File: src/include/cpu_defs.svh
// cpu_defs: widths, depths and sizes of the byte-serial core
`ifndef CPU_DEFS_SVH
`define CPU_DEFS_SVH

// ram address and byte width
`define ADDR_W 16
`define DATA_W 8

// register file size
`define REG_NUM 64

// ram bytes, addresses wrap modulo this
`define RAM_DEPTH 4096

// instruction length, also the jump step
`define INSTR_BYTES 4

`endif

File: src/hdl/cpu_bus_pkg.sv
// cpu_bus_pkg: address, byte and register index types of the core buses
`include "cpu_defs.svh"

package cpu_bus_pkg;

  typedef logic [`ADDR_W-1:0] addr_t;

  typedef logic [`DATA_W-1:0] data_t;

  // index sums wrap over the register file
  typedef logic [$clog2(`REG_NUM)-1:0] reg_idx_t;

endpackage

File: src/hdl/cpu_isa_pkg.sv
// cpu_isa_pkg: opcodes, alu operations and the command passed to the execute units
`include "cpu_defs.svh"

package cpu_isa_pkg;

  typedef enum logic [`DATA_W-1:0] {
    LOADFROMRAM = 1,
    JUMPMINUS   = 2,
    WRITETORAM  = 3,
    ADD8        = 4,
    JUMPPLUS    = 5,
    ADDNUM8     = 6,
    READFROMRAM = 7,
    SAVETORAM   = 8,
    SET8        = 9
  } opcode_e;

  typedef enum logic [1:0] {ADD, ADDNUM, SETNUM} alu_op_e;

  // destination is src2_start for ADD, src_start otherwise
  typedef struct packed {
    alu_op_e               alu_op;
    cpu_bus_pkg::reg_idx_t src_start;
    cpu_bus_pkg::reg_idx_t src2_start;
    cpu_bus_pkg::data_t    value;
    cpu_bus_pkg::data_t    length;
    cpu_bus_pkg::addr_t    ram_addr;
  } exec_cmd_t;

endpackage

File: src/hdl/mem_port_if.sv
// mem_port_if: single byte request/ready port between a client and a memory server
`timescale 1ns/100ps

interface mem_port_if;

  logic               req;
  logic               we;
  cpu_bus_pkg::addr_t addr;
  cpu_bus_pkg::data_t wdata;
  logic               ready;
  cpu_bus_pkg::data_t rdata;

  // request fields stay steady until ready
  modport client (output req, we, addr, wdata, input ready, rdata);

  modport server (input req, we, addr, wdata, output ready, rdata);

endinterface

File: src/hdl/ram_store.sv
// ram_store: copies a block of registers into consecutive RAM bytes
`timescale 1ns/100ps

module ram_store (
  input  logic                   ram_clk,
  input  logic                   stage3_read,
  input  logic                   start,
  input  cpu_isa_pkg::exec_cmd_t cmd,
  output logic                   done,
  mem_port_if.client             regs,
  mem_port_if.client             ram
);

  typedef enum logic [1:0] {ST_IDLE, ST_REG_RD, ST_RAM_WR} state_e;

  state_e             state;
  cpu_bus_pkg::data_t cnt;
  cpu_bus_pkg::data_t byte_q;
  logic               reg_req;
  logic               ram_req;

  assign regs.req   = reg_req;
  assign regs.we    = 1'b0;
  assign regs.addr  = cpu_bus_pkg::addr_t'(cpu_bus_pkg::reg_idx_t'(cmd.src_start + cnt));
  assign regs.wdata = '0;

  assign ram.req   = ram_req;
  assign ram.we    = 1'b1;
  assign ram.addr  = cmd.ram_addr + cpu_bus_pkg::addr_t'(cnt);
  assign ram.wdata = byte_q;

  always_ff @(posedge ram_clk or posedge stage3_read) begin
    if (stage3_read) begin
      state   <= ST_IDLE;
      cnt     <= '0;
      reg_req <= 1'b0;
      ram_req <= 1'b0;
      done    <= 1'b0;
    end else begin
      done <= 1'b0;
      case (state)
        ST_IDLE: begin
          if (start) begin
            cnt <= '0;
            if (cmd.length == '0) begin
              done <= 1'b1;
            end else begin
              reg_req <= 1'b1;
              state   <= ST_REG_RD;
            end
          end
        end
        ST_REG_RD: begin
          if (regs.ready) begin
            reg_req <= 1'b0;
            ram_req <= 1'b1;
            state   <= ST_RAM_WR;
          end
        end
        default: begin
          if (ram.ready) begin
            ram_req <= 1'b0;
            cnt     <= cnt + 1'b1;
            if (cnt + 1'b1 == cmd.length) begin
              done  <= 1'b1;
              state <= ST_IDLE;
            end else begin
              reg_req <= 1'b1;
              state   <= ST_REG_RD;
            end
          end
        end
      endcase
    end
  end

  always_ff @(posedge ram_clk) begin
    if (state == ST_REG_RD && regs.ready) begin
      byte_q <= regs.rdata;
    end
  end

endmodule

File: src/flat_wrapper.sv
// flat-port wrapper written by rule: the top's interface ports become plain ports
module ram_store_flat 
  (ram_clk, stage3_read, start, cmd, done, regs_req, regs_we, regs_addr, regs_wdata, regs_ready, regs_rdata, ram_req, ram_we, ram_addr, ram_wdata, ram_ready, ram_rdata);
  mem_port_if regs_i ();
  mem_port_if ram_i ();
  input  logic ram_clk;
  input  logic stage3_read;
  input  logic start;
  input  cpu_isa_pkg::exec_cmd_t cmd;
  output logic done;
  output wire logic [$bits(regs_i.req)-1:0] regs_req;
  output wire logic [$bits(regs_i.we)-1:0] regs_we;
  output wire logic [$bits(regs_i.addr)-1:0] regs_addr;
  output wire logic [$bits(regs_i.wdata)-1:0] regs_wdata;
  input wire logic [$bits(regs_i.ready)-1:0] regs_ready;
  input wire logic [$bits(regs_i.rdata)-1:0] regs_rdata;
  output wire logic [$bits(ram_i.req)-1:0] ram_req;
  output wire logic [$bits(ram_i.we)-1:0] ram_we;
  output wire logic [$bits(ram_i.addr)-1:0] ram_addr;
  output wire logic [$bits(ram_i.wdata)-1:0] ram_wdata;
  input wire logic [$bits(ram_i.ready)-1:0] ram_ready;
  input wire logic [$bits(ram_i.rdata)-1:0] ram_rdata;
  assign regs_req = regs_i.req;
  assign regs_we = regs_i.we;
  assign regs_addr = regs_i.addr;
  assign regs_wdata = regs_i.wdata;
  assign regs_i.ready = regs_ready;
  assign regs_i.rdata = regs_rdata;
  assign ram_req = ram_i.req;
  assign ram_we = ram_i.we;
  assign ram_addr = ram_i.addr;
  assign ram_wdata = ram_i.wdata;
  assign ram_i.ready = ram_ready;
  assign ram_i.rdata = ram_rdata;
  ram_store u_core (.ram_clk(ram_clk), .stage3_read(stage3_read), .start(start), .cmd(cmd), .done(done), .regs(regs_i), .ram(ram_i));
endmodule
File: config.mk
export PLATFORM = sky130hd
export DESIGN_NAME = ram_store_flat
export DESIGN_NICKNAME = d
export VERILOG_FILES = /design/src/hdl/cpu_bus_pkg.sv /design/src/hdl/cpu_isa_pkg.sv /design/src/hdl/mem_port_if.sv /design/src/hdl/ram_store.sv /design/src/flat_wrapper.sv
export VERILOG_INCLUDE_DIRS = /design/src /design/src/include
export SDC_FILE = /design/constraint.sdc
export NUM_CORES = 1
export LEC_CHECK = 0
export BUFFER_PORTS_ARGS = -buffer_cell sky130_fd_sc_hd__buf_2
export CORE_AREA = 2 2 83 61
export DETAILED_ROUTE_END_ITERATION = 16
export DIE_AREA = 0 0 85 63
export GPL_TIMING_DRIVEN = 1
export PLACE_DENSITY = 0.76
export SLEW_MARGIN = 30
export SYNTH_ARGS = -nofsm -noshare
export SYNTH_HDL_FRONTEND = slang
export SYNTH_SLANG_ARGS = --single-unit
File: constraint.sdc
create_clock -name ram_clk -period 5.2 [get_ports ram_clk]
set_input_delay 1.56 -clock ram_clk [delete_from_list [all_inputs] [get_ports ram_clk]]
set_output_delay 1.56 -clock ram_clk [all_outputs]
set_load 0.005 [all_outputs]
==> results.ini, run 1 <==
[critical_path]
reg2reg_from = u_core.cnt[0]
crit_family = compound AO/OA/AOI/OAI gates
worst_setup_path_start_kind = primary input
worstSetupPathType = in -> out
crit_path_end_kind = primary output
slowest_delay_ns = 0.37
path_max_fanout = 4
r2r.worst_path.cells = 6
crit_buf_inv = 3
worstPathCellList = buf_2, ha_1, fa_2, a21oi_2, o21ai_1, a2111oi_2, buf_4, nor3_1, xor2_1, buf_2
critical_path_required_ns = 3.64
worstSetupPathDepth = 10
crit_arrival_ns = 3.43
cp_common_cell = buf_2
endpoint = ram_addr[12]
ff2ff_setup_slack_ns = 2.86
critical-path-slowest-cell = fa_2
r2r_end = u_core.regs.req
startpoint = cmd[0]

[route]
drt_pass1_iterations = 4
drt_iter0_drc = 72
drt.antenna.violating_nets = 0
avgRoutedWirePerCell_um = 12.5
vias_per_cell = 4.94
routed_wirelength_mm = 4.29
drc_errors = 0
vias = 1691

[global_routing]
grt_use_total = 0.158
grt_first_pass_wirelength_mm = 7.09
overflow = 0
grt_pass1_vias = 1599
antenna_found_initial = 0
grt_max_degree = 14

[clocking]
path_clk_slew_ns = 0.07
clk_latency_ns = 0.26
cts_tree = done
htree_num_levels = 1
ctsRootBufferMaster = clkbuf_8
cts_hold_buf = 0
cts_buffers = 3
clock_sinks = 21
clockBufferDepth = 2

[min_path]
hp-class = reg -> reg

[placed_design]
place.gp.congestion = 0.836
dp_cells = 338
hpwl_mm = 3.52
portBuffers = 75

[logic_synthesis]
yosysWarnings = 0
ys_ff_latch = 21
ys_seq_area_frac = 0.300
syn_area_per_cell_um2 = 9.05
syn_inst = 208
synth_cell_types = 43
syn_area_um2 = 1880

[finish]
multi_input_area_um2 = 1190
fin_nets = 369
n_fill_cell = 448
ff_latch_area_um2 = 566
area_growth_pct = 22.8
layout-drive-gt1-share = 0.309
antenna_cells = 0
final_cells = 342

[floorplanning]
fp-row-count = 21
core_um2 = 4600
die_area_um2 = 5360
die_h_um = 63
pin_count = 120
initial_utilization = 0.410
die_w_um = 85

[timing]
min_period_ns = 4.99
finalSetupViolCount = 0
report.final.slew_viol_count = 0
relSlewSlack = 0.602
finalHoldViolCount = 0
rsz0062_at_grt = no
period_share = 0.960
timing.fmax_mhz = 200
tns_ns = 0
worst_pin_slew_ns = 0.598
finClkSkew_ns = 0.00624

[power]
power.total_mw = 0.728
cellPowerDensity_nw_per_um2 = 315
power.leakage_nw = 1.15
ir_drop_uv = 158

[status]
status = finished, final reports clean

[flow_run]
max_cap_violations = 0

-- final cells by class --
class / count / share of cell area
inverter: 14 / 0.0227
multi-input combinational: 169 / 0.513
timing repair buffer: 77 / 0.169
tap: 57 / 0.0308
clock inverter: 1 / 0.00216
clock buffer: 3 / 0.0179
sequential: 21 / 0.245
-- layout by cell type, fill, tap and decap left out, types with 4 or more instances in the layout --
cell type  count
dfrtp_1       13
nand2_1       12
conb_1        20
nand3_1        8
inv_1         14
ha_1          14
buf_2         75
nor2_1        10
a21oi_1       12
edfxtp_1       8
o21a_1         4
xor2_1        14
o21ai_0       10
xnor2_1       16
nor3_1         5
-- tightest hold or removal path: cells and delay by family, from the launching register on --
kind / cells / cell delay [ns]
and+or+nand+nor: 2 / 0.11
DFF: 1 / 0.34
-- Yosys cell counts, drive strengths merged --
cell type	number	area (um2)
a21o	3	22.5
ha	14	175
mux2i	2	20.0
and4	1	11.3
dfrtp	13	325
or4	1	11.3
a211oi	1	7.51
o21bai	3	22.5
o32ai	1	8.76
o211ai	1	7.51
nand4	2	12.5
nor2	10	37.5
o41ai	1	8.76
edfxtp	8	240
nor3b	2	15.0
and3	3	18.8
buf	21	155
o41a	1	11.3
o31a	2	17.5
o21ai	12	60.1
nor4b	1	8.76
nand3	8	40.0
nor4	2	12.5
o31ai	3	22.5
o21a	4	30.0
xor2	14	123
nand2	13	65.1
a2111oi	1	8.76
or2	1	6.26
and2	1	6.26
xnor2	16	140
nand2b	3	18.8
fa	2	40.0
clkbuf	1	3.75
a22o	1	8.76
nor3	5	25.0
a311o	1	10.0
conb	2	7.51
inv	14	52.6
a21oi	13	65.1
-- how the worst min path moves through the flow --
stage | from | endpoint | slack (ns) | cells after the start
floorplan | u_core.ram.req | u_core.ram.req | 0.47 | 2
global placement | u_core.ram.req | u_core.ram.req | 0.47 | 2
CTS | u_core.ram.req | u_core.ram.req | 0.48 | 2
finish | u_core.ram.req | u_core.ram.req | 0.48 | 2
detailed placement | u_core.ram.req | u_core.ram.req | 0.46 | 2
global route | u_core.ram.req | u_core.ram.req | 0.50 | 2
-- metrics by stage --
| step | util | cell area [um2] | setup slack [ns] | hold slack (ns) |
|---|---|---|---|---|
| final | 0.503 | 2310 | 0.209 | 0.482 |
| after global routing | 0.503 | 2310 | 0.0382 | 0.498 |
| after CTS | 0.500 | 2300 | 0.0443 | 0.483 |
| after detailed placement | 0.490 | 2250 | 0.0733 | 0.464 |
| after global placement | 0.490 | 2250 | 0.0455 | 0.466 |
| after floorplan | - | 1950 | 0.187 | 0.471 |
-- layer usage --
metal,global-route usage,up-vias,share of wire
li1,-,851,-
met1,0.220,786,0.46
met2,0.260,52,0.47
met3,0.0370,2,0.068
met4,0.0159,0,0.0033
met5,0,-,0
-- power by group --
| group | switching, mW | internal, mW |
|---|---|---|
| Sequential | 0.0464 | 0.212 |
| Combinational | 0.190 | 0.172 |
| Clock | 0.0534 | 0.0534 |
-- cells by family (layout without fill, tap and decap cells) --
family,Yosys count,after routing,share of synthesized area
adders and majority gates,16,16,0.114
buffers and inverters,36,95,0.112
xor gates and xnor gates,30,30,0.140
muxes,2,2,0.0106
AOI/OAI and AO/OA,48,48,0.165
and+or+nand+nor,53,53,0.153
other,2,20,0.00399
DFF,21,21,0.300
-- sequential cells by signal, indices dropped and copies added, names as in the netlist --
name and cells:
u_core.cnt 8, u_core.ram.wdata 8, u_core.state 2, u_core.done 1, u_core.ram.req 1, u_core.regs.req 1
-- repair_timing --
action                                  CTS  global route
endpoints found under the setup margin    0             4
resized for setup                         0             5
buffers inserted                          0             0
Note: power is estimated with default switching activity, not from simulation.
==> inputs of run 2 (changes only) <==
- ABC_AREA: not set -> 1
- PLACE_DENSITY: 0.76 -> 0.77
==> run 2 against run 1 <==
Effect of this change: sequential share of layout area shrank 0.34 points; non-clock buffer count shrank 2; combinational power grew 10%; global-route usage grew 0.25 points; sequential cell count is the same; clock power is essentially flat; total power grew 6.7%; hold slack gained 0.0017 ns; area after synthesis grew 3.9%; synthesized cell count grew 23%; largest power group unchanged.
==> results.ini, run 2 <==
[placed_design]
portBuffers = 75
place.gp.congestion = 0.840
hpwl_mm = 3.56
place_ws_ns = 0.404

[critical_path]
crit_arrival_ns = 3.24
r2r_end = u_core.state[0]
reg2reg_from = u_core.cnt[0]
worst_setup_path_start_kind = primary input
worstPathCellList = buf_2, ha_1, fa_1, nand3_1, o21a_1, nand2_1, a21boi_2, nor2_1, nand2_1, xnor2_1, buf_2
path_max_fanout = 3
ff2ff_setup_slack_ns = 3.25
worstSetupPathType = in -> out
r2r.worst_path.cells = 10
startpoint = cmd[0]
critical-path-slowest-cell = fa_1
crit_path_end_kind = primary output
critical_path_required_ns = 3.64
slowest_delay_ns = 0.41

[finish]
final_cell_mix = buf_2 (75), nand2_1 (58), inv_1 (30)
final_common_cell = buf_2
layout-drive-gt1-share = 0.278
area_growth_pct = 19.8
n_fill_cell = 446
final_core_util = 0.510
ff_latch_area_um2 = 566
fin_nets = 415
antenna_cells = 0
multi_input_area_um2 = 1170

[route]
drc_errors = 0
vias_per_cell = 4.82
avgRoutedWirePerCell_um = 11.2
drt.antenna.violating_nets = 0
vias = 1869
drt_pass1_iterations = 4
routed_wirelength_mm = 4.33
drt_iter0_drc = 83

[clocking]
htree_num_levels = 1
ctsResizeCount = 0
clock_sinks = 21
post_cts_buffers = 0
ctsRootBufferMaster = clkbuf_8
clk_latency_ns = 0.26
path_clk_slew_ns = 0.08
cts_buffers = 3
cts_hold_buf = 0
cts_tree = done
clockBufferDepth = 2

[min_path]
min_to = u_core.regs.req
whs_path_depth = 2
hp-start = u_core.regs.req
hp-class = reg -> reg

[global_routing]
grt_pass1_vias = 1656
grt_first_pass_wirelength_mm = 7.15
antenna_found_initial = 0
overflow = 0
grt_max_degree = 14
grt_use_total = 0.161

[logic_synthesis]
syn_area_per_cell_um2 = 7.64
yosysWarnings = 0
synth_cell_types = 32
async_flop_share = 0.619
ys_top_cells_by_area = dfrtp_1 (17%), edfxtp_1 (12%), nand2_1 (11%)
ys_seq_area_frac = 0.289
yosysMostFrequentCell = nand2_1
synth_common_cells = nand2_1 (58), inv_1 (30), nand3_1 (22), buf_4 (20), nor2_1 (16)
synth.top_cell.area_share = 0.166
netlist.top_cell.by_area = dfrtp_1
synth_edf_count = 8
syn_area_um2 = 1960
ys.flop_type = dfrtp_1
syn_inst = 256
ys_ff_latch = 21

[timing]
report.final.slew_viol_count = 0
worst_pin_slew_ns = 0.547
finalHoldViolCount = 0
finalSetupViolCount = 0
timing.fmax_mhz = 208
period_share = 0.922
fin_ws_ns = 0.403
tns_ns = 0
finClkSkew_ns = 0.00130
relSlewSlack = 0.635
min_period_ns = 4.80
rsz0062_at_grt = no

[power]
ir_drop_uv = 230
power.leakage_nw = 1.31
cellPowerDensity_nw_per_um2 = 331

[floorplanning]
die_area_um2 = 5360
pin_count = 120
initial_utilization = 0.426
die_w_um = 85
die_h_um = 63
core_um2 = 4600
fp-row-count = 21

[flow_run]
max_cap_violations = 0

[status]
status = finished, final reports clean

## run 2: layer usage
metal,routed length (um),vias up,global-route usage
met3,262,6,0.0185
met1,2090,851,0.228
li1,-,945,-
met4,31,0,0.0417
met2,1950,67,0.260
met5,0,-,0
## run 2: worst max-delay path by stage
stage	endpoint	slack, ns	cells past startpoint
floorplan	ram_addr[14]	0.76	9
global placement	ram_addr[14]	0.42	11
detailed placement	ram_addr[14]	0.40	11
CTS	ram_addr[14]	0.40	11
global route	ram_addr[14]	0.22	11
finish	ram_addr[14]	0.40	11
## run 2: logic make-up (layout without fill, tap and decap cells)
kind of cell | count (synthesis) | in the layout | synth area share
AOI/OAI and AO/OA | 26 | 26 | 0.0774
xor gates and xnor gates | 21 | 21 | 0.0940
adders and majority gates | 16 | 16 | 0.110
buffers and inverters | 52 | 109 | 0.146
DFF | 21 | 21 | 0.289
other | 2 | 20 | 0.00384
and+or+nand+nor | 118 | 118 | 0.280
## run 2: metrics by stage
step / hold WS, ns / power (mW) / instances / cell area [um2]
floorplan: 0.464 / 0.539 / 274 / 2020
global placement: 0.452 / 0.658 / 384 / 2300
detailed placement: 0.467 / 0.668 / 384 / 2300
CTS: 0.488 / 0.776 / 388 / 2340
global route: 0.530 / 0.853 / 388 / 2340
finish: 0.483 / 0.777 / 388 / 2340
## run 2: final cells by class
type	instances	area share
clock buffer	3	0.0176
tap	57	0.0304
clock inverter	1	0.00213
sequential	21	0.241
inverter	30	0.0480
multi-input combinational	201	0.501
timing repair buffer	75	0.160
## run 2: worst max-delay path, delay by kind of cell
family	cells	cell delay, ns
adder cells (fa/ha/maj)	2	0.63
AND/OR/NAND/NOR	4	0.39
AO/OA/AOI/OAI	2	0.32
buffers and inverters	2	0.22
XOR/XNOR	1	0.10
## run 2: power by group
| group | total, mW | internal, mW | switching [mW] |
|---|---|---|---|
| combinational | 0.400 | 0.172 | 0.228 |
| clock | 0.109 | 0.0535 | 0.0554 |
| sequential | 0.268 | 0.215 | 0.0528 |
| total | 0.777 | 0.440 | 0.336 |
