## src/include/cpu_defs.svh

```systemverilog
// cpu_defs: widths, depths and sizes of the byte-serial core
`ifndef CPU_DEFS_SVH
`define CPU_DEFS_SVH

// ram address and byte width
`define ADDR_W 16
`define DATA_W 8

// register file size
`define REG_NUM 64

// ram bytes, addresses wrap modulo this
`define RAM_DEPTH 4096

// instruction length, also the jump step
`define INSTR_BYTES 4

`endif

```

## src/hdl/cpu_bus_pkg.sv

```systemverilog
// cpu_bus_pkg: address, byte and register index types of the core buses
`include "cpu_defs.svh"

package cpu_bus_pkg;

  typedef logic [`ADDR_W-1:0] addr_t;

  typedef logic [`DATA_W-1:0] data_t;

  // index sums wrap over the register file
  typedef logic [$clog2(`REG_NUM)-1:0] reg_idx_t;

endpackage

```

## src/hdl/cpu_isa_pkg.sv

```systemverilog
// cpu_isa_pkg: opcodes, alu operations and the command passed to the execute units
`include "cpu_defs.svh"

package cpu_isa_pkg;

  typedef enum logic [`DATA_W-1:0] {
    LOADFROMRAM = 1,
    JUMPMINUS   = 2,
    WRITETORAM  = 3,
    ADD8        = 4,
    JUMPPLUS    = 5,
    ADDNUM8     = 6,
    READFROMRAM = 7,
    SAVETORAM   = 8,
    SET8        = 9
  } opcode_e;

  typedef enum logic [1:0] {ADD, ADDNUM, SETNUM} alu_op_e;

  // destination is src2_start for ADD, src_start otherwise
  typedef struct packed {
    alu_op_e               alu_op;
    cpu_bus_pkg::reg_idx_t src_start;
    cpu_bus_pkg::reg_idx_t src2_start;
    cpu_bus_pkg::data_t    value;
    cpu_bus_pkg::data_t    length;
    cpu_bus_pkg::addr_t    ram_addr;
  } exec_cmd_t;

endpackage

```

## src/hdl/mem_port_if.sv

```systemverilog
// mem_port_if: single byte request/ready port between a client and a memory server
`timescale 1ns/100ps

interface mem_port_if;

  logic               req;
  logic               we;
  cpu_bus_pkg::addr_t addr;
  cpu_bus_pkg::data_t wdata;
  logic               ready;
  cpu_bus_pkg::data_t rdata;

  // request fields stay steady until ready
  modport client (output req, we, addr, wdata, input ready, rdata);

  modport server (input req, we, addr, wdata, output ready, rdata);

endinterface

```

## src/hdl/fetch_decode.sv

```systemverilog
// fetch_decode: program counter, instruction fetch, decode and execute unit sequencing
`timescale 1ns/100ps
`include "cpu_defs.svh"

module fetch_decode (
  input  logic                   ram_clk,
  input  logic                   stage3_read,
  input  logic                   run,
  mem_port_if.client             ram,
  mem_port_if.client             regs,
  output cpu_bus_pkg::addr_t     pc,
  output logic                   instr_done,
  output logic                   load_start,
  output logic                   alu_start,
  output logic                   store_start,
  output cpu_isa_pkg::exec_cmd_t cmd,
  input  logic                   load_done,
  input  logic                   alu_done,
  input  logic                   store_done
);

  typedef enum logic [2:0] {
    ST_IDLE, ST_FETCH, ST_DECODE, ST_INDIRECT, ST_EXEC, ST_FINISH
  } state_e;

  state_e                 state;
  logic [1:0]             byte_idx;
  logic                   ram_req;
  logic                   reg_req;
  cpu_bus_pkg::data_t     ib [4];
  cpu_isa_pkg::opcode_e   opcode;
  cpu_bus_pkg::addr_t     jump_step;

  assign opcode    = cpu_isa_pkg::opcode_e'(ib[0]);
  assign jump_step = cpu_bus_pkg::addr_t'(`INSTR_BYTES) * cpu_bus_pkg::addr_t'(ib[1]);

  assign ram.req   = ram_req;
  assign ram.we    = 1'b0;
  assign ram.addr  = pc + cpu_bus_pkg::addr_t'(byte_idx);
  assign ram.wdata = '0;

  // indirect address register is byte 3
  assign regs.req   = reg_req;
  assign regs.we    = 1'b0;
  assign regs.addr  = cpu_bus_pkg::addr_t'(ib[3]);
  assign regs.wdata = '0;

  always_ff @(posedge ram_clk or posedge stage3_read) begin
    if (stage3_read) begin
      state       <= ST_IDLE;
      pc          <= '0;
      byte_idx    <= '0;
      ram_req     <= 1'b0;
      reg_req     <= 1'b0;
      instr_done  <= 1'b0;
      load_start  <= 1'b0;
      alu_start   <= 1'b0;
      store_start <= 1'b0;
    end else begin
      instr_done  <= 1'b0;
      load_start  <= 1'b0;
      alu_start   <= 1'b0;
      store_start <= 1'b0;
      case (state)
        ST_IDLE: begin
          if (run) begin
            byte_idx <= '0;
            ram_req  <= 1'b1;
            state    <= ST_FETCH;
          end
        end
        ST_FETCH: begin
          if (ram_req && ram.ready) begin
            ram_req  <= 1'b0;
            byte_idx <= byte_idx + 2'd1;
            // jumps need only bytes 0 and 1
            if (byte_idx == 2'd1 && (opcode == cpu_isa_pkg::JUMPPLUS ||
                                     opcode == cpu_isa_pkg::JUMPMINUS)) begin
              state <= ST_FINISH;
            end else if (byte_idx == 2'd3) begin
              state <= ST_DECODE;
            end
          end else if (!ram_req) begin
            ram_req <= 1'b1;
          end
        end
        ST_DECODE: begin
          case (opcode)
            cpu_isa_pkg::LOADFROMRAM: begin
              load_start <= 1'b1;
              state      <= ST_EXEC;
            end
            cpu_isa_pkg::WRITETORAM: begin
              store_start <= 1'b1;
              state       <= ST_EXEC;
            end
            cpu_isa_pkg::READFROMRAM, cpu_isa_pkg::SAVETORAM: begin
              reg_req <= 1'b1;
              state   <= ST_INDIRECT;
            end
            cpu_isa_pkg::ADD8, cpu_isa_pkg::ADDNUM8, cpu_isa_pkg::SET8: begin
              alu_start <= 1'b1;
              state     <= ST_EXEC;
            end
            default: state <= ST_FINISH;
          endcase
        end
        ST_INDIRECT: begin
          if (regs.ready) begin
            reg_req     <= 1'b0;
            load_start  <= (opcode == cpu_isa_pkg::READFROMRAM);
            store_start <= (opcode == cpu_isa_pkg::SAVETORAM);
            state       <= ST_EXEC;
          end
        end
        ST_EXEC: begin
          if (load_done || alu_done || store_done) begin
            state <= ST_FINISH;
          end
        end
        default: begin
          instr_done <= 1'b1;
          state      <= ST_IDLE;
          case (opcode)
            cpu_isa_pkg::JUMPPLUS:  pc <= pc + jump_step;
            cpu_isa_pkg::JUMPMINUS: pc <= pc - jump_step;
            default:                pc <= pc + cpu_bus_pkg::addr_t'(`INSTR_BYTES);
          endcase
        end
      endcase
    end
  end

  // instruction bytes and the unit command
  always_ff @(posedge ram_clk) begin
    if (state == ST_FETCH && ram_req && ram.ready) begin
      ib[byte_idx] <= ram.rdata;
    end
    if (state == ST_INDIRECT && regs.ready) begin
      cmd.ram_addr <= cpu_bus_pkg::addr_t'(regs.rdata);
    end
    if (state == ST_DECODE) begin
      cmd.src_start <= cpu_bus_pkg::reg_idx_t'(ib[1]);
      cmd.ram_addr  <= cpu_bus_pkg::addr_t'(ib[3]);
      case (opcode)
        cpu_isa_pkg::ADD8: begin
          cmd.alu_op     <= cpu_isa_pkg::ADD;
          cmd.src2_start <= cpu_bus_pkg::reg_idx_t'(ib[2]);
          cmd.length     <= ib[3];
        end
        cpu_isa_pkg::ADDNUM8: begin
          cmd.alu_op <= cpu_isa_pkg::ADDNUM;
          cmd.value  <= ib[2];
          cmd.length <= ib[3];
        end
        cpu_isa_pkg::SET8: begin
          cmd.alu_op <= cpu_isa_pkg::SETNUM;
          cmd.value  <= ib[3];
          cmd.length <= ib[2];
        end
        default: cmd.length <= ib[2];
      endcase
    end
  end

  a_one_start: assert property (@(posedge ram_clk) disable iff (stage3_read)
    $onehot0({load_start, alu_start, store_start}));

  // pc only moves at an instruction boundary
  a_pc_at_finish: assert property (@(posedge ram_clk) disable iff (stage3_read)
    !$stable(pc) |-> $past(state) == ST_FINISH);

endmodule

```

## src/flat_wrapper.sv

```systemverilog
// flat-port wrapper written by rule: the top's interface ports become plain ports
module fetch_decode_flat 
  (ram_clk, stage3_read, run, pc, instr_done, load_start, alu_start, store_start, cmd, load_done, alu_done, store_done, ram_req, ram_we, ram_addr, ram_wdata, ram_ready, ram_rdata, regs_req, regs_we, regs_addr, regs_wdata, regs_ready, regs_rdata);
  mem_port_if ram_i ();
  mem_port_if regs_i ();
  input  logic ram_clk;
  input  logic stage3_read;
  input  logic run;
  output cpu_bus_pkg::addr_t pc;
  output logic instr_done;
  output logic load_start;
  output logic alu_start;
  output logic store_start;
  output cpu_isa_pkg::exec_cmd_t cmd;
  input  logic load_done;
  input  logic alu_done;
  input  logic store_done;
  output wire logic [$bits(ram_i.req)-1:0] ram_req;
  output wire logic [$bits(ram_i.we)-1:0] ram_we;
  output wire logic [$bits(ram_i.addr)-1:0] ram_addr;
  output wire logic [$bits(ram_i.wdata)-1:0] ram_wdata;
  input wire logic [$bits(ram_i.ready)-1:0] ram_ready;
  input wire logic [$bits(ram_i.rdata)-1:0] ram_rdata;
  output wire logic [$bits(regs_i.req)-1:0] regs_req;
  output wire logic [$bits(regs_i.we)-1:0] regs_we;
  output wire logic [$bits(regs_i.addr)-1:0] regs_addr;
  output wire logic [$bits(regs_i.wdata)-1:0] regs_wdata;
  input wire logic [$bits(regs_i.ready)-1:0] regs_ready;
  input wire logic [$bits(regs_i.rdata)-1:0] regs_rdata;
  assign ram_req = ram_i.req;
  assign ram_we = ram_i.we;
  assign ram_addr = ram_i.addr;
  assign ram_wdata = ram_i.wdata;
  assign ram_i.ready = ram_ready;
  assign ram_i.rdata = ram_rdata;
  assign regs_req = regs_i.req;
  assign regs_we = regs_i.we;
  assign regs_addr = regs_i.addr;
  assign regs_wdata = regs_i.wdata;
  assign regs_i.ready = regs_ready;
  assign regs_i.rdata = regs_rdata;
  fetch_decode u_core (.ram_clk(ram_clk), .stage3_read(stage3_read), .run(run), .ram(ram_i), .regs(regs_i), .pc(pc), .instr_done(instr_done), .load_start(load_start), .alu_start(alu_start), .store_start(store_start), .cmd(cmd), .load_done(load_done), .alu_done(alu_done), .store_done(store_done));
endmodule
```

## config.mk

```make
export PLATFORM = sky130hd
export DESIGN_NAME = fetch_decode_flat
export DESIGN_NICKNAME = d
export VERILOG_FILES = /design/src/hdl/cpu_bus_pkg.sv /design/src/hdl/cpu_isa_pkg.sv /design/src/hdl/mem_port_if.sv /design/src/hdl/fetch_decode.sv /design/src/flat_wrapper.sv
export VERILOG_INCLUDE_DIRS = /design/src /design/src/include
export SDC_FILE = /design/constraint.sdc
export NUM_CORES = 1
export LEC_CHECK = 0
export BUFFER_PORTS_ARGS = -buffer_cell sky130_fd_sc_hd__buf_4
export CAP_MARGIN = 20
export CORE_MARGIN = 2
export CORE_UTILIZATION = 35
export DETAILED_ROUTE_END_ITERATION = 10
export PLACE_DENSITY_LB_ADDON = 0.2
export SYNTH_ARGS = -nofsm -noshare
export SYNTH_HDL_FRONTEND = slang
export SYNTH_SLANG_ARGS = --single-unit
```

## constraint.sdc

```tcl
create_clock -name ram_clk -period 9.4 [get_ports ram_clk]
set_clock_uncertainty 0.1 [all_clocks]
set_input_delay 0.94 -clock ram_clk [delete_from_list [all_inputs] [get_ports ram_clk]]
set_output_delay 0.94 -clock ram_clk [all_outputs]
set_load 0.01 [all_outputs]
```

==> impl_metrics.ini, run 1 <==
[clock_tree]
cts_tree = built
clock_path_buffers = 2
cts-buffers-inserted = 9
root_buffer = clkbuf_16
clk_pin_slew_ns = 0.07
post-cts-setup-buffer-count = 0
h-tree-depth = 3
cts.hold.buffers_added = 0
clock_latency_ns = 0.35
cts_sinks = 95
ctsResizeCount = 0

[layout]
final_nets = 585
n_fill_cell = 1340
antenna_cells = 0
final_common_cell = buf_4
layout_common_cells = 108 x buf_4, 70 x edfxtp_1, 60 x nand2_1
area_growth_pct = 20.8
drive_gt1_share_pct = 28.3

[synth]
yosys.area_share.simple_pct = 15.1
synth-seq-cells = 95
synthArstFlopShare_pct = 26.3
synth_top_family_by_area = simple AND/OR/NAND/NOR gates
yosys.area.top_type = edfxtp_1
syn_area_per_cell_um2 = 11.1
synth_area_um2 = 5030
yosys-top-cells-area = edfxtp_1 42%, dfrtp_1 12%, buf_4 7.5%, ha_1 4.5%, nand2_1 4.5%
ys.flop_type = edfxtp_1
synth_compound_area_share_pct = 10.3
synth_fa_ha_area_share_pct = 4.87
synth_top_area_share_pct = 41.8
syn_inst = 452
yosysSeqAreaShare_pct = 54.2
muxShareOfSynthArea_pct = 4.08
synth_edf_count = 70
yosys_warnings = 0
synth-xor-area-share_pct = 1.22
yosysUniqueCellTypes = 62

[timing]
fmax_mhz = 236
maxSlewHeadroom_pct = 35.6
hold_viol = 0
setup_viol = 0
period_share_pct = 45.1
rsz0062_at_grt = no
fin_setup_tns_ns = 0
slew_viol_final = 0
worst_slew_pin_slew_ns = 0.962
min_period_ns = 4.24
setup_ws_ns = 5.16

[setup_path]
r2r-start = u_core.ib[0][2]
required_ns = 9.52
worst-path-max-fanout = 15
worstSetupPathType = register to register
end_kind = register
ff2ff_setup_slack_ns = 5.16
crit_end = u_core.pc[15]
critPathLaunch = u_core.ib[0][2]
r2r-end = u_core.pc[15]
ff2ff_path_depth = 11
critPathArrivalTime_ns = 4.35
start_kind = register

[route]
route.detailed.drc = 0
drtIter0Drc = 193
via_count = 3550
antenna_left = 0
dr.pass1.iters = 4
wl_um = 11200
viasPerCell = 4.88
wl_per_cell_um = 15.4

[placement]
dp_hpwl_um = 8250
gp_congestion = 0.871
port_buffers = 105
post-place-ws_ns = 5.23

[grt]
grt_max_degree = 32
antenna_found_initial = 0
grt_pass1_vias = 3190
overflow = 0
grt_pass1_wl_um = 16600
globalRouteTotalUtil_pct = 14.4

[power]
ir_worst_vdd_uv = 91.4
power.leakage_nw = 2.54
p_per_area_nw_per_um2 = 198

[die]
start_util_pct = 36.0
dieHeight_um = 124
die_x_um = 124
ios = 142
dieArea_um2 = 15400
rows = 43
core_um2 = 14000

[min_path]
hold_class = register to register

[job]
cap_violations = 0

[run_status]
outcome = finished, final reports clean
[Yosys cell counts, types with 3 or more instances]
cell type and instances:
a211oi_1 3, a21o_1 4, a21oi_1 21, and2_1 4, buf_2 3, buf_4 50, clkbuf_1 9, dfrtp_1 25
edfxtp_1 70, ha_1 18, inv_1 16, mux2_2 16, nand2_1 60, nand2b_1 5, nand3_1 9, nand3b_1 3
nand4_1 6, nor2_1 22, nor3_1 7, nor4_1 5, o21a_1 4, o21ai_0 28, o22ai_1 3, or2_2 4
or4_1 6, xnor2_1 3, xor2_1 4
[report_power, final]
part           total, mW  leakage (nW)  internal (mW)  switching (mW)
clock              0.354         0.139          0.186           0.169
combinational      0.280          1.45          0.121           0.158
sequential         0.571         0.955          0.512          0.0587
total               1.20          2.54          0.819           0.385
[metrics by stage]
stage          total power [mW]  cell area [µm²]  hold slack, ns  util (%)  cells
6_report                   1.20             6080           0.377      43.5    727
5_1_grt                    1.28             6080           0.395      43.5    727
4_1_cts                    1.22             6080           0.377      43.5    727
3_5_place_dp              0.861             5790           0.367      41.4    711
3_3_place_gp              0.853             5760           0.359      41.2    710
2_1_floorplan             0.762             5160           0.346         -    487
[logic make-up (layout without fill, tap and decap cells)]
group,count (synthesis),in the layout
XOR/XNOR,7,7
flip-flops,95,95
multiplexers,18,18
AND/OR/NAND/NOR,147,147
other,1,36
AO/OA/AOI/OAI,82,82
adder cells (fa/ha/maj),19,19
buffers and inverters,83,143
[worst min path at each step]
stage	start	to	cells after the start
6_report	u_core.ib[2][1]	u_core.cmd[33]	0
5_1_grt	u_core.ib[2][0]	u_core.cmd[32]	0
4_1_cts	u_core.ib[2][1]	u_core.cmd[33]	0
3_5_place_dp	u_core.ib[2][1]	u_core.cmd[33]	0
3_3_place_gp	u_core.ib[2][1]	u_core.cmd[33]	0
2_1_floorplan	u_core.ib[2][0]	u_core.cmd[32]	0
[critical path, cell delays in order (launching register included)]
cell and delay [ns]:
edfxtp_1 0.56, or4bb_1 0.54, nor2_1 0.70, nand3_1 0.21
o21ai_0 0.24, ha_1 0.32, a21oi_1 0.15, o21ai_0 0.56
nor4b_1 0.11, mux2_4 0.30, a311oi_2 0.19, nand4_1 0.11
[final cells by class]
class / instances / area, µm² / area share (%)
Clock buffer: 9 / 225 / 3.70
Clock inverter: 7 / 67.6 / 1.11
Inverter: 18 / 67.6 / 1.11
Multi-Input combinational cell: 309 / 1930 / 31.7
Sequential cell: 95 / 2730 / 44.9
Tap cell: 180 / 225 / 3.70
Timing Repair Buffer: 109 / 838 / 13.8
[flip-flops by register name (all words and copies together) (netlist names)]
register            count
u_core.state            3
u_core.regs.req         1
u_core.instr_done       1
u_core.ib              32
u_core.ram.req          1
u_core.load_start       1
u_core.store_start      1
u_core.alu_start        1
u_core.cmd             38
u_core.byte_idx         2
u_core.pc              14
[metal layers]
metal | vias up | track usage [%] | wire (µm)
li1 | 1732 | - | -
met1 | 1695 | 19.4 | 5120
met2 | 115 | 23.1 | 5330
met3 | 8 | 3.25 | 608
met4 | 0 | 4.92 | 119
met5 | - | 0 | 0
Power figures use the tool's default switching activity.
==> inputs of run 2 (changes only) <==
==> constraint.sdc (replaced) <==
create_clock -name ram_clk -period 4.29 [get_ports ram_clk]
set_clock_uncertainty 0.1 [all_clocks]
set_input_delay 0.429 -clock ram_clk [delete_from_list [all_inputs] [get_ports ram_clk]]
set_output_delay 0.429 -clock ram_clk [all_outputs]
set_load 0.01 [all_outputs]
==> impl_metrics.ini, run 2 (same netlist as run 1, synthesis figures left out) <==
[min_path]
hold_class = input port to async pin

[layout]
reg_top3 = u_core.cmd x38, u_core.ib x32, u_core.pc x14
area_growth_pct = 21.5
antenna_cells = 0
layout_common_cells = 109 x buf_4, 70 x edfxtp_1, 60 x nand2_1
final_common_cell = buf_4
top_register = u_core.cmd
largest_reg_flops = 38
final_nets = 586
utilization_pct = 43.7
drive_gt1_share_pct = 28.1

[setup_path]
required_ns = 4.40
r2r-start = u_core.ib[0][7]
critPathLaunch = u_core.ib[0][7]
r2r-end = u_core.pc[14]
worstSetupPathType = register to register
cp_top_family = compound AO/OA/AOI/OAI gates
start_kind = register
end_kind = register
ff2ff_setup_slack_ns = 0.42
max_stage_delay_ns = 0.64
critPathBufInv = 0
critPathArrivalTime_ns = 3.99
ff2ff_path_depth = 11
path_cells = or4_4 -> nor4_4 -> a22oi_1 -> o21a_1 -> fa_1 -> a211oi_1 -> nor2_1 -> o41a_1 -> a221oi_1 -> xor2_1 -> o21ai_0
worst-path-max-fanout = 10
crit_path_top_delay_cell = or4_4

[placement]
gp_congestion = 0.817
dp_hpwl_um = 8200
port_buffers = 105

[route]
drtIter0Drc = 183
route.detailed.drc = 0
antenna_left = 0
wl_per_cell_um = 15.2
via_count = 3578
wl_um = 11100
dr.pass1.iters = 5
viasPerCell = 4.91

[die]
core_um2 = 14000
start_util_pct = 36.0
die_x_um = 124
ios = 142
dieHeight_um = 124
rows = 43
dieArea_um2 = 15400

[grt]
grt_pass1_vias = 3221
antenna_found_initial = 0
globalRouteTotalUtil_pct = 14.3
overflow = 0
grt_max_degree = 32
grt_pass1_wl_um = 16500

[timing]
fmax_mhz = 258
period_share_pct = 90.3
worst_slew_pin_slew_ns = 0.892
setup_viol = 0
maxSlewHeadroom_pct = 40.3
rsz0062_at_grt = no
slew_viol_final = 0
fin_setup_tns_ns = 0
hold_viol = 0
min_period_ns = 3.87

[clock_tree]
cts.hold.buffers_added = 0
clock_latency_ns = 0.34
post-cts-setup-buffer-count = 0
root_buffer = clkbuf_16
cts-buffers-inserted = 9
cts_tree = built
cts_sinks = 95
ctsResizeCount = 0
clk_pin_slew_ns = 0.07
clock_path_buffers = 2
h-tree-depth = 3

[power]
internal_power_mw = 1.90
clockPowerShare_pct = 31.6
power.leakage_nw = 2.56
power_frac_comb_pct = 22.4
swShare_pct = 30.0
p_sw_uw = 814
p_per_area_nw_per_um2 = 444
ir_worst_vdd_uv = 220
p_seq_share_pct = 46.0

[job]
cap_violations = 0

[run_status]
outcome = finished, final reports clean
-- run 2: changes by cell type in the layout (fill, tap and decap cells not counted) --
cell        delta
bufinv_16      +2
clkinvlp_4     -2
inv_8          -2
buf_4          +1
clkbuf_1       +1
clkinv_1       +1
clkinv_2       -1
clkinv_4       +1
clkinv_8       -1
inv_6          +1
-- run 2: power by group through the flow --
stage / registers, mW / clock network (mW) / logic (mW)
2_1_floorplan: 1.24 / 0 / 0.430
3_3_place_gp: 1.26 / 0 / 0.602
3_5_place_dp: 1.27 / 0 / 0.613
4_1_cts: 1.25 / 0.880 / 0.615
5_1_grt: 1.27 / 0.912 / 0.677
6_report: 1.25 / 0.857 / 0.610
-- run 2: worst max path at each step --
| stage | endpoint | slack (ns) | depth (start not counted) |
|---|---|---|---|
| global placement | u_core.pc[14] | 0.52 | 11 |
| global route | u_core.pc[15] | 0.18 | 12 |
| finish | u_core.pc[14] | 0.42 | 11 |
| CTS | u_core.pc[14] | 0.41 | 11 |
| floorplan | u_core.pc[14] | 0.60 | 13 |
| detailed placement | u_core.pc[14] | 0.41 | 11 |
-- run 2: stage by stage --
stage / total power [mW] / area [µm²] / setup slack [ns] / hold slack, ns / instances
3_3_place_gp: 1.87 / 5770 / 0.521 / 0.358 / 711
4_1_cts: 2.75 / 6110 / 0.410 / 0.0659 / 728
2_1_floorplan: 1.67 / 5160 / 0.596 / 0.346 / 487
6_report: 2.72 / 6110 / 0.416 / 0.0494 / 728
3_5_place_dp: 1.88 / 5790 / 0.412 / 0.361 / 712
5_1_grt: 2.86 / 6110 / 0.176 / 0.104 / 728
-- run 2: final cells by class --
class / count / area (µm²)
fillers: 1328 / 7880
flip-flops and latches: 95 / 2730
multi-input cells: 309 / 1930
repair buffers: 110 / 846
clock buffers: 10 / 229
well taps: 180 / 225
clock inverters: 6 / 90.1
inverters: 18 / 67.6
-- run 2: routing by layer --
| metal | routed length (µm) | vias to the layer above | global-route usage (%) |
|---|---|---|---|
| li1 | - | 1738 | - |
| met1 | 4880 | 1715 | 18.9 |
| met2 | 5360 | 112 | 23.1 |
| met3 | 640 | 13 | 2.43 |
| met4 | 193 | 0 | 6.25 |
| met5 | 0 | - | 0 |
==> inputs of run 3 (changes only) <==
--- a/config.mk
+++ b/config.mk
@@ -10,6 +10,7 @@
 export CAP_MARGIN = 20
 export CORE_MARGIN = 2
 export CORE_UTILIZATION = 35
+export CTS_BUF_LIST = sky130_fd_sc_hd__clkbuf_8 sky130_fd_sc_hd__clkbuf_16
 export DETAILED_ROUTE_END_ITERATION = 10
 export PLACE_DENSITY_LB_ADDON = 0.2
 export SYNTH_ARGS = -nofsm -noshare
==> impl_metrics.ini, run 3 (same netlist as run 1, synthesis figures left out) <==
[min_path]
hold_class = input port to async pin

[layout]
final_common_cell = buf_4
antenna_cells = 0
reg_top3 = u_core.cmd x38, u_core.ib x32, u_core.pc x14
largest_reg_flops = 38
area_growth_pct = 21.5
layout_common_cells = 109 x buf_4, 70 x edfxtp_1, 60 x nand2_1
fin_cells = 728
top_register = u_core.cmd
drive_gt1_share_pct = 28.1
final_nets = 586

[route]
antenna_left = 0
via_count = 3583
viasPerCell = 4.92
route.detailed.drc = 0
drtIter0Drc = 183
dr.pass1.iters = 5
wl_per_cell_um = 15.2
wl_um = 11100

[grt]
use_met1_pct = 18.9
use_met3_pct = 2.43
globalRouteTotalUtil_pct = 14.3
grt_pass1_vias = 3221
met2_usage_pct = 23.1
busiest_layer = met2
overflow = 0
grt_pass1_wl_um = 16500
grt_max_degree = 32
antenna_found_initial = 0

[timing]
slew_viol_final = 0
rsz0062_at_grt = no
fin_setup_tns_ns = 0
period_share_pct = 90.3
fmax_mhz = 258
setup_viol = 0
hold_viol = 0
worst_slew_pin_slew_ns = 0.892
maxSlewHeadroom_pct = 40.3
min_period_ns = 3.87

[clock_tree]
clock_path_buffers = 2
cts-buffers-inserted = 9
clk_pin_slew_ns = 0.07
clock_latency_ns = 0.34
cts_sinks = 95
post-cts-setup-buffer-count = 0
cts.hold.buffers_added = 0
cts_tree = built
ctsResizeCount = 0
h-tree-depth = 3
root_buffer = clkbuf_16

[setup_path]
path_cells = or4_4 -> nor4_4 -> a22oi_1 -> o21a_1 -> fa_1 -> a211oi_1 -> nor2_1 -> o41a_1 -> a221oi_1 -> xor2_1 -> o21ai_0
crit_path_top_delay_cell = or4_4
end_kind = register
max_stage_delay_ns = 0.64
critPathArrivalTime_ns = 3.99
critPathLaunch = u_core.ib[0][7]
start_kind = register
worst-path-max-fanout = 10
r2r-start = u_core.ib[0][7]
required_ns = 4.40
worstSetupPathType = register to register

[placement]
gp_congestion = 0.817
dpl.cell_count = 712
dp_hpwl_um = 8200
port_buffers = 105

[power]
p_per_area_nw_per_um2 = 444
power.leakage_nw = 2.57
ir_worst_vdd_uv = 220

[die]
dieArea_um2 = 15400
core_um2 = 14000
die_x_um = 124
rows = 43
ios = 142
start_util_pct = 36.0
dieHeight_um = 124

[job]
cap_violations = 0

[run_status]
outcome = finished, final reports clean
==> run 3: changes by cell type in the layout (fill, tap and decap cells not counted), sizes merged <==
cell / before / now
clkbuf: 10 / 9
inv: 18 / 19
==> run 3: area by class of cell <==
cell class,instances,area [µm²]
Clock buffer,9,225
Multi-Input combinational cell,309,1930
Clock inverter,7,93.8
Inverter,18,67.6
Tap cell,180,225
Fill cell,1328,7880
Sequential cell,95,2730
Timing Repair Buffer,110,846
==> run 3: path summary, 6_finish.rpt <==
path / end / depth (start not counted) / slack, ns
min in group ram_clk: u_core.ib[3][4] / 1 / 0.20
setup / recovery: u_core.pc[14] / 11 / 0.42
max in group asynchronous: u_core.alu_start / 3 / 3.56
hold reg to reg: u_core.cmd[33] / 0 / 0.38
hold / removal: u_core.instr_done / 2 / 0.05
setup reg to reg: u_core.pc[14] / 11 / 0.42
==> run 3: routing by layer <==
layer	part of all wire (%)	wire length, µm
met5	0	0
met4	1.7	193
met3	5.9	657
met2	48	5360
met1	44	4850
==> run 3: per-stage QoR <==
stage | cell area (µm²) | power (mW) | utilization (%) | setup slack [ns] | hold WS [ns]
6_report | 6110 | 2.71 | 43.7 | 0.416 | 0.0492
5_1_grt | 6110 | 2.86 | 43.7 | 0.175 | 0.104
4_1_cts | 6110 | 2.74 | 43.7 | 0.410 | 0.0659
3_5_place_dp | 5790 | 1.88 | 41.4 | 0.412 | 0.361
3_3_place_gp | 5770 | 1.87 | 41.2 | 0.521 | 0.358
2_1_floorplan | 5160 | 1.67 | - | 0.596 | 0.346
==> run 3: power by group <==
part           internal, mW  switching (mW)  leakage [nW]
clock                 0.512           0.343         0.159
combinational         0.266           0.344          1.45
sequential             1.12           0.127         0.955
==> run 3: worst max-delay path: cells and delay by family, from the launching register on <==
family / cells / cell delay (ns)
flip-flops: 1 / 0.39
XOR/XNOR: 1 / 0.16
AND/OR/NAND/NOR: 3 / 1.27
adder cells (fa/ha/maj): 1 / 0.45
AO/OA/AOI/OAI: 6 / 1.37
